<file path="src/rtl/noc_perf_pkg.sv">
/*
  NoC performance test package.
  Run constants and the flit, lane statistics and result structs.
*/
package noc_perf_pkg;

  // ~~~~~~~~~~~~~~~~~~~~~~~~~~~~~~~~~~~~~~~~
  // Run constants
  // ~~~~~~~~~~~~~~~~~~~~~~~~~~~~~~~~~~~~~~~~

  localparam int LINK_WIDTH    = 16;
  localparam int TS_WIDTH      = LINK_WIDTH; // Timestamps travel as flit data.
  localparam int PKT_COUNT     = 64;
  localparam int WARMUP_COUNT  = 16;
  localparam int CNT_WIDTH     = 24;
  localparam int LANE0_LATENCY = 2;
  localparam int LANE1_LATENCY = 5;

  // ~~~~~~~~~~~~~~~~~~~~~~~~~~~~~~~~~~~~~~~~
  // Structs
  // ~~~~~~~~~~~~~~~~~~~~~~~~~~~~~~~~~~~~~~~~

  typedef struct packed {
    logic                  valid;
    logic [LINK_WIDTH-1:0] data;
  } link_flit_s;

  // Result of one lane for one run.
  typedef struct packed {
    logic [CNT_WIDTH-1:0] received;
    logic [CNT_WIDTH-1:0] total_delay;
    logic                 done;
  } lane_stats_s;

  typedef struct packed {
    logic [CNT_WIDTH-1:0] received;
    logic [CNT_WIDTH-1:0] total_delay;
  } perf_result_s;

endpackage

</file>
<file path="src/rtl/noc_traffic_gen.sv">
/*
  Traffic generator.
  Sends PKT_COUNT flits per run, each stamped with the local cycle count.
*/
`timescale 1ns/10ps

module noc_traffic_gen
  (input  logic                     link_clk_i
  ,input  logic                     link_reset_i
  ,input  logic                     start_i
  ,input  logic                     ready_i
  ,output noc_perf_pkg::link_flit_s flit_o
  );

  logic [noc_perf_pkg::TS_WIDTH-1:0]  cycle_r;
  logic [noc_perf_pkg::CNT_WIDTH-1:0] sent_r;
  logic                               active_r;
  logic [noc_perf_pkg::TS_WIDTH-1:0]  stamp_r;
  logic                               accept;

  assign accept = active_r && ready_i;

  always_ff @(posedge link_clk_i)
  begin
    if (link_reset_i)
    begin
      cycle_r  <= '0;
      sent_r   <= '0;
      active_r <= 1'b0;
    end
    else if (start_i)
    begin
      cycle_r  <= '0; // Kept in step with the client's counter.
      sent_r   <= '0;
      active_r <= 1'b1;
    end
    else
    begin
      cycle_r <= cycle_r + 1'b1;
      if (accept)
      begin
        sent_r <= sent_r + 1'b1;
        if (sent_r == noc_perf_pkg::PKT_COUNT - 1)
          active_r <= 1'b0;
      end
    end
  end

  // The stamp is the cycle in which a flit is first offered, so it holds under stall.
  always_ff @(posedge link_clk_i)
  begin
    if (start_i)
      stamp_r <= '0;
    else if (accept)
      stamp_r <= cycle_r + 1'b1;
  end

  assign flit_o.valid = active_r;
  assign flit_o.data  = stamp_r;

  // An offered flit stays offered and unchanged until it is taken.
  assert property (@(posedge link_clk_i) disable iff (link_reset_i)
    flit_o.valid && !ready_i |=> flit_o.valid && $stable(flit_o.data));

endmodule

</file>
<file path="src/rtl/noc_link_channel.sv">
/*
  Fixed latency link channel.
  LATENCY_P register stages that move forward together and freeze as a whole.
*/
`timescale 1ns/10ps

module noc_link_channel
 #(parameter int LATENCY_P = 2
  )
  (input  logic                     link_clk_i
  ,input  logic                     link_reset_i
  ,input  noc_perf_pkg::link_flit_s flit_i
  ,output logic                     ready_o
  ,output noc_perf_pkg::link_flit_s flit_o
  ,input  logic                     ready_i
  );

  logic [LATENCY_P-1:0]                valid_r;
  logic [noc_perf_pkg::LINK_WIDTH-1:0] data_r [LATENCY_P];
  logic                                advance;

  // The pipe moves when its last stage is empty or is being drained.
  assign advance = !valid_r[LATENCY_P-1] || ready_i;
  assign ready_o = advance;

  always_ff @(posedge link_clk_i)
  begin
    if (link_reset_i)
      valid_r <= '0;
    else if (advance)
    begin
      valid_r[0] <= flit_i.valid;
      for (int i = 1; i < LATENCY_P; i++)
        valid_r[i] <= valid_r[i-1];
    end
  end

  always_ff @(posedge link_clk_i)
  begin
    if (advance)
    begin
      data_r[0] <= flit_i.data;
      for (int i = 1; i < LATENCY_P; i++)
        data_r[i] <= data_r[i-1];
    end
  end

  assign flit_o.valid = valid_r[LATENCY_P-1];
  assign flit_o.data  = data_r[LATENCY_P-1];

endmodule

</file>
<file path="src/rtl/noc_perf_client.sv">
/*
  Measuring client node.
  Counts received flits and sums the transit delay of those past warm-up.
*/
`timescale 1ns/10ps

module noc_perf_client
  (input  logic                      link_clk_i
  ,input  logic                      link_reset_i
  ,input  logic                      start_i
  ,input  logic                      stall_i
  ,input  noc_perf_pkg::link_flit_s  flit_i
  ,output logic                      ready_o
  ,output noc_perf_pkg::lane_stats_s stats_o
  );

  logic [noc_perf_pkg::TS_WIDTH-1:0]  cycle_r;
  logic [noc_perf_pkg::CNT_WIDTH-1:0] received_r;
  logic [noc_perf_pkg::CNT_WIDTH-1:0] total_delay_r;
  logic [noc_perf_pkg::CNT_WIDTH-1:0] flit_delay;
  logic                               done_r;
  logic                               rx;

  assign ready_o = !stall_i;
  assign rx      = flit_i.valid && ready_o;

  // Timestamps wrap with the counter, so the difference is taken at TS_WIDTH.
  assign flit_delay = {{(noc_perf_pkg::CNT_WIDTH - noc_perf_pkg::TS_WIDTH){1'b0}},
                       cycle_r - flit_i.data};

  // ~~~~~~~~~~~~~~~~~~~~~~~~~~~~~~~~~~~~~~~~
  // Counters
  // ~~~~~~~~~~~~~~~~~~~~~~~~~~~~~~~~~~~~~~~~

  always_ff @(posedge link_clk_i)
  begin
    if (link_reset_i)
    begin
      cycle_r       <= '0;
      received_r    <= '0;
      total_delay_r <= '0;
      done_r        <= 1'b0;
    end
    else if (start_i)
    begin
      cycle_r       <= '0;
      received_r    <= '0;
      total_delay_r <= '0;
      done_r        <= 1'b0;
    end
    else
    begin
      cycle_r <= cycle_r + 1'b1;
      if (rx)
      begin
        received_r <= received_r + 1'b1;
        if (received_r >= noc_perf_pkg::WARMUP_COUNT)
          total_delay_r <= total_delay_r + flit_delay; // Warm-up flits are skipped.
      end
      if (received_r == noc_perf_pkg::PKT_COUNT && !done_r)
        done_r <= 1'b1;
    end
  end

  assign stats_o.received    = received_r;
  assign stats_o.total_delay = total_delay_r;
  assign stats_o.done        = done_r;

  // The generator and channel must have nothing left once the lane is done.
  assert property (@(posedge link_clk_i) disable iff (link_reset_i)
    done_r && !start_i |-> !rx);

endmodule

</file>
<file path="src/rtl/noc_perf_merge.sv">
/*
  Run control and result merge.
  Starts both lanes on a request and answers with the summed lane results.
*/
`timescale 1ns/10ps

module noc_perf_merge
  (input  logic                       link_clk_i
  ,input  logic                       link_reset_i
  ,input  logic                       start_req_i
  ,output logic                       start_ack_o
  ,output logic                       run_start_o
  ,input  noc_perf_pkg::lane_stats_s  lane0_stats_i
  ,input  noc_perf_pkg::lane_stats_s  lane1_stats_i
  ,output noc_perf_pkg::perf_result_s result_o
  );

  typedef enum logic [1:0] {ST_IDLE, ST_RUN, ST_ACK} merge_state_e;

  merge_state_e                state_r;
  logic                        req_q;
  logic                        req_rise;
  logic                        run_start_r;
  logic                        ack_r;
  logic                        lanes_done;
  noc_perf_pkg::perf_result_s  result_r;

  assign req_rise = start_req_i && !req_q;

  // Done flags of the last run are still up while the start pulse is out.
  assign lanes_done = lane0_stats_i.done && lane1_stats_i.done && !run_start_r;

  // ~~~~~~~~~~~~~~~~~~~~~~~~~~~~~~~~~~~~~~~~
  // Four-phase handshake FSM
  // ~~~~~~~~~~~~~~~~~~~~~~~~~~~~~~~~~~~~~~~~

  always_ff @(posedge link_clk_i)
  begin
    if (link_reset_i)
    begin
      state_r     <= ST_IDLE;
      req_q       <= 1'b0;
      run_start_r <= 1'b0;
      ack_r       <= 1'b0;
    end
    else
    begin
      req_q       <= start_req_i;
      run_start_r <= 1'b0;
      case (state_r)
        ST_IDLE:
        begin
          if (req_rise)
          begin
            run_start_r <= 1'b1;
            state_r     <= ST_RUN;
          end
        end
        ST_RUN:
        begin
          if (lanes_done)
          begin
            ack_r   <= 1'b1;
            state_r <= ST_ACK;
          end
        end
        ST_ACK:
        begin
          if (!start_req_i)
          begin
            ack_r   <= 1'b0;
            state_r <= ST_IDLE;
          end
        end
        default: state_r <= ST_IDLE;
      endcase
    end
  end

  // Captured once as ack rises and held while it is high.
  always_ff @(posedge link_clk_i)
  begin
    if (state_r == ST_RUN && lanes_done)
    begin
      result_r.received    <= lane0_stats_i.received + lane1_stats_i.received;
      result_r.total_delay <= lane0_stats_i.total_delay + lane1_stats_i.total_delay;
    end
  end

  assign start_ack_o = ack_r;
  assign run_start_o = run_start_r;
  assign result_o    = result_r;

  // The outside keeps req up for the whole run.
  assert property (@(posedge link_clk_i) disable iff (link_reset_i)
    !start_req_i |=> !$rose(start_ack_o));

endmodule

</file>
<file path="src/rtl/noc_perf_top.sv">
/*
  NoC performance test top level.
  One run controller and two lanes of generator, channel and client.
*/
`timescale 1ns/10ps

module noc_perf_top
  (input  logic                       link_clk_i
  ,input  logic                       link_reset_i
  ,input  logic                       start_req_i
  ,output logic                       start_ack_o
  ,input  logic [1:0]                 lane_stall_i
  ,output noc_perf_pkg::perf_result_s result_o
  );

  logic                      run_start;
  noc_perf_pkg::link_flit_s  lane0_gen_flit, lane1_gen_flit;
  noc_perf_pkg::link_flit_s  lane0_rx_flit, lane1_rx_flit;
  logic                      lane0_chan_ready, lane1_chan_ready;
  logic                      lane0_client_ready, lane1_client_ready;
  noc_perf_pkg::lane_stats_s lane0_stats, lane1_stats;

  noc_perf_merge i_noc_perf_merge
    (.link_clk_i   (link_clk_i)
    ,.link_reset_i (link_reset_i)
    ,.start_req_i  (start_req_i)
    ,.start_ack_o  (start_ack_o)
    ,.run_start_o  (run_start)
    ,.lane0_stats_i(lane0_stats)
    ,.lane1_stats_i(lane1_stats)
    ,.result_o     (result_o)
    );

  // ~~~~~~~~~~~~~~~~~~~~~~~~~~~~~~~~~~~~~~~~
  // Lane 0
  // ~~~~~~~~~~~~~~~~~~~~~~~~~~~~~~~~~~~~~~~~

  noc_traffic_gen i_lane0_gen
    (.link_clk_i  (link_clk_i)
    ,.link_reset_i(link_reset_i)
    ,.start_i     (run_start)
    ,.ready_i     (lane0_chan_ready)
    ,.flit_o      (lane0_gen_flit)
    );

  noc_link_channel #(.LATENCY_P(noc_perf_pkg::LANE0_LATENCY)) i_lane0_chan
    (.link_clk_i  (link_clk_i)
    ,.link_reset_i(link_reset_i)
    ,.flit_i      (lane0_gen_flit)
    ,.ready_o     (lane0_chan_ready)
    ,.flit_o      (lane0_rx_flit)
    ,.ready_i     (lane0_client_ready)
    );

  noc_perf_client i_lane0_client
    (.link_clk_i  (link_clk_i)
    ,.link_reset_i(link_reset_i)
    ,.start_i     (run_start)
    ,.stall_i     (lane_stall_i[0])
    ,.flit_i      (lane0_rx_flit)
    ,.ready_o     (lane0_client_ready)
    ,.stats_o     (lane0_stats)
    );

  // ~~~~~~~~~~~~~~~~~~~~~~~~~~~~~~~~~~~~~~~~
  // Lane 1
  // ~~~~~~~~~~~~~~~~~~~~~~~~~~~~~~~~~~~~~~~~

  noc_traffic_gen i_lane1_gen
    (.link_clk_i  (link_clk_i)
    ,.link_reset_i(link_reset_i)
    ,.start_i     (run_start)
    ,.ready_i     (lane1_chan_ready)
    ,.flit_o      (lane1_gen_flit)
    );

  noc_link_channel #(.LATENCY_P(noc_perf_pkg::LANE1_LATENCY)) i_lane1_chan
    (.link_clk_i  (link_clk_i)
    ,.link_reset_i(link_reset_i)
    ,.flit_i      (lane1_gen_flit)
    ,.ready_o     (lane1_chan_ready)
    ,.flit_o      (lane1_rx_flit)
    ,.ready_i     (lane1_client_ready)
    );

  noc_perf_client i_lane1_client
    (.link_clk_i  (link_clk_i)
    ,.link_reset_i(link_reset_i)
    ,.start_i     (run_start)
    ,.stall_i     (lane_stall_i[1])
    ,.flit_i      (lane1_rx_flit)
    ,.ready_o     (lane1_client_ready)
    ,.stats_o     (lane1_stats)
    );

endmodule

</file>
<file path="config.mk">
export PLATFORM = sky130hd
export DESIGN_NAME = noc_perf_top
export DESIGN_NICKNAME = d
export VERILOG_FILES = /design/src/rtl/noc_perf_pkg.sv /design/src/rtl/noc_traffic_gen.sv /design/src/rtl/noc_link_channel.sv /design/src/rtl/noc_perf_client.sv /design/src/rtl/noc_perf_merge.sv /design/src/rtl/noc_perf_top.sv
export SDC_FILE = /design/constraint.sdc
export NUM_CORES = 1
export LEC_CHECK = 0
export ABC_AREA = 1
export BUFFER_PORTS_ARGS = -buffer_cell sky130_fd_sc_hd__buf_2
export CAP_MARGIN = 20
export CORE_MARGIN = 2
export CORE_UTILIZATION = 45
export DETAILED_ROUTE_END_ITERATION = 10
export PLACE_DENSITY = 0.61
export SYNTH_ARGS = -nofsm -noshare
export SYNTH_HDL_FRONTEND = slang
export SYNTH_HIERARCHICAL = 1
export SYNTH_SLANG_ARGS = --single-unit
</file>
<file path="constraint.sdc">
create_clock -name link_clk_i -period 5.1 [get_ports link_clk_i]
set_input_delay 0.51 -clock link_clk_i [delete_from_list [all_inputs] [get_ports link_clk_i]]
set_output_delay 0.51 -clock link_clk_i [all_outputs]
set_load 0.03 [all_outputs]
</file>
==> impl_results.md <==
- Status: completed
- CTS tree: done
- CP Launch Type: flip-flop
- Hold buffers post-CTS: 0
- Root Driver: clkbuf_16
- Finished Layout Cells: 4165
- Die Span Y: 237.7 microns
- Syn Std Cell Area: 0.02458 sq mm
- Die ar.: 0.05650 sq mm
- Placed insts: 4078
- Critical Path AT: 3680 ps
- Worst setup margin: 1887 ps
- Clk buf depth: 3
- Yosys top cell by area: dfxtp_1
- Slew Viols, Final: 0
- Cell internal pwr: 0.006429 W
- First-pass GRT wire length: 92.35 mm
- Share of the synthesized area in the top cell type: 20.85%
- Register area: 0.009930 sq mm
- Final TNS setup: 0 ps
- Yosys reg bits: 416
- Top_reg_cell synth: dfxtp_1
- Post-synthesis sequential area ratio: 40.40%
- Yosys cell types: 50
- Slew of the pin with the lowest slew margin: 969.4 ps
- Final setup viols: 0
- Switching Fraction: 26.38%
- Post-CTS Setup Inserts: 0
- # port buffers: 53
- Clock slew seen by the registers of the worst setup and hold paths: 60 ps
- Syn nets: 3525
- Clock sink total: 416
- CP Launch Point: i_lane0_client/cycle_r[0]
- Setup Skew: 14.18 ps
- Worst VDD drop: 0.2464 mV
- Crit end category: flip-flop
- Clk pwr share: 41.7%
- Core box area: 0.05392 sq mm
- Share of post-route cells with drive strength above 1: 7.581%
- 1st-iter DRT viols: 1157
- Sequential power share: 44.3%
- Ranking of synthesized cells by area: dfxtp_1 21%, edfxtp_1 20%, nand2_1 14%
- CP Max Fanout: 4
- CP required: 5570 ps
- Achievable Freq: 311.3 MHz
- Reg2Reg Launch Point: i_lane0_client/cycle_r[0]
- Critical path type: flip-flop to flip-flop
- RSZ-0062 raised after global routing: no
- MaxCap Viol Count: 0
- Row count: 85
- Initial antenna violation count: 0
- Post-synth EDFFs: 160
- GP Congestion: 0.9339
- Syn Inst Count: 3394
- DR vias: 20030
- Ant. Diodes: 0
- Area Overhead vs Synth: 9.906%
- Total power: 0.008732 W
- Post-CTS Resized: 0
- Async SR Flop Fraction: 0%
- Relative max-transition margin: 34.97%
- HPWL Detailed: 42.34 mm
- Footprint of the multi-input gates: 0.01203 sq mm
- # H-tree levels: 2
- Most common cell after layout, fill and taps aside: nand2_1
- Detailed-router iteration count before antenna repair: 5
- Vias per Instance: 4.810
- Avg WL per Cell: 13.43 microns
- Period utilization: 62.99%
- Hold Path Class: primary input to flip-flop
- Switching pwr: 0.002303 W
- Commonest non-fill, non-tap cells in the layout: 904 x nand2_1, 553 x inv_1, 423 x nor2_1, 256 x dfxtp_1, 228 x nand3_1
- Overflow after GRT: 0
- Largest net degree at the start of global routing: 82
- Ports: 54
- Vias in the first global route: 18370
- Fin. Hold Viols: 0
- Overall routing resource usage: 20.00%
- Pleak: 12.75 nW
- Avg Inst Size Synth: 7.242 sq um
- Initial Util: 45.58%
- Hold wc startpoint: start_req_i
- Min Tclk post-route: 3213 ps
- CTS buffer count: 47
- Synth Warn #: 6
- Pre-CTS WS: 1960 ps
- Die W: 237.7 microns
- Clock Latency Late Sink: 580 ps
- Layout net count: 3562
- Routed wire length: 55.95 mm
- Residual DRC: 0
- Power per Cell Area: 323.3 mW/mm^2
- Routed Antenna Nets: 0
- Comb pwr share: 14.0%
- Fillers: 5330
## power by group through the flow
| stage | sequential, W | clock [W] | combinational (W) |
|---|---|---|---|
| 4_1_cts | 0.00387 | 0.00376 | 0.00123 |
| 3_3_place_gp | 0.00393 | 0 | 0.00122 |
| 2_1_floorplan | 0.00390 | 0 | 0.00103 |
| 6_report | 0.00387 | 0.00365 | 0.00122 |
| 5_1_grt | 0.00390 | 0.00388 | 0.00140 |
| 3_5_place_dp | 0.00394 | 0 | 0.00122 |
## layout make-up
class | instances | share of cell area, %
clock buffer | 57 | 4.724
clock inverter | 30 | 1.482
inverter | 578 | 8.031
multi-input combinational | 2326 | 44.55
sequential | 416 | 36.76
tap | 696 | 3.224
timing repair buffer | 62 | 1.232
## kinds of logic (layout without fill, tap and decap cells)
logic type,count (synthesis),count (layout),synth area share [%]
compound gates,340,340,7.392
xor+xnor,102,102,3.635
fa+ha+maj,126,126,6.597
buf+inv,652,727,10.71
flops,416,416,40.40
simple gates,1758,1758,31.27
## registers in the layout, summed over array words and instances (netlist names), 24 cells and up
signal	flops
i_lane1_chan/data_r	80
i_noc_perf_merge/result_o	48
i_lane0_chan/data_r	32
i_lane0_client/received_r	24
i_lane0_client/total_delay_r	24
i_lane0_gen/sent_r	24
i_lane1_client/received_r	24
i_lane1_client/total_delay_r	24
i_lane1_gen/sent_r	24
## final timing paths
kind              slack [ps]                               end  cells past startpoint
setup reg to reg        1890  i_lane0_client/total_delay_r[18]                     16
hold reg to reg          420        i_lane1_chan/data_r[0][34]                      0
setup / recovery        1890  i_lane0_client/total_delay_r[18]                     16
hold / removal           210            i_noc_perf_merge/req_q                      3
## Yosys cell counts, types with 5 or more instances
cell	number
inv_2	19
clkbuf_1	18
and2_1	8
o21bai_1	5
nor4_1	5
nor3_1	41
buf_4	39
dfxtp_1	256
nor2_1	425
buf_2	13
nand4_1	32
o21ai_0	74
inv_1	553
nor2_4	21
o21a_1	16
nand3_2	7
ha_1	120
nand3b_1	11
o211ai_1	5
xor2_1	64
nand2_2	23
nand3_1	228
edfxtp_1	160
nor2_2	22
xnor2_1	38
nand2_1	905
clkinv_1	6
o21ai_1	29
a31oi_1	7
a21o_1	5
a21oi_1	190
fa_1	6
## critical path: stages (launching register included)
cell and delay, ps:
dfxtp_1 370, inv_1 60, ha_1 210, fa_1 420, o21ai_0 400, a21oi_1 150
xnor2_1 180, ha_1 320, nand2_1 90, nor2_1 260, nand3_1 120, nand3_1 150
nand2_1 80, nand2_1 90, nand3_1 70, nand2_1 80, nor2_1 50
## metrics by stage
| stage | utilization [%] | cell area (sq um) | hold slack [ps] |
|---|---|---|---|
| CTS | 50.10 | 27010 | 163.8 |
| floorplan | - | 24580 | 400.3 |
| detailed placement | 46.99 | 25340 | 404.5 |
| global route | 50.10 | 27010 | 211.5 |
| global placement | 46.99 | 25340 | 400.4 |
| finish | 50.10 | 27010 | 207.1 |
## per-layer routing
layer / vias up / wire, microns / track usage, % / part of all wire, %
met3: 78 / 3039 / 3.705 / 5.4
met1: 8822 / 27600 / 28.20 / 49
li1: 10780 / - / - / -
met2: 354 / 23880 / 31.24 / 43
met4: 0 / 1438 / 5.775 / 2.6
met5: - / 0 / 0 / 0
Note: power is estimated with default switching activity, not from simulation.
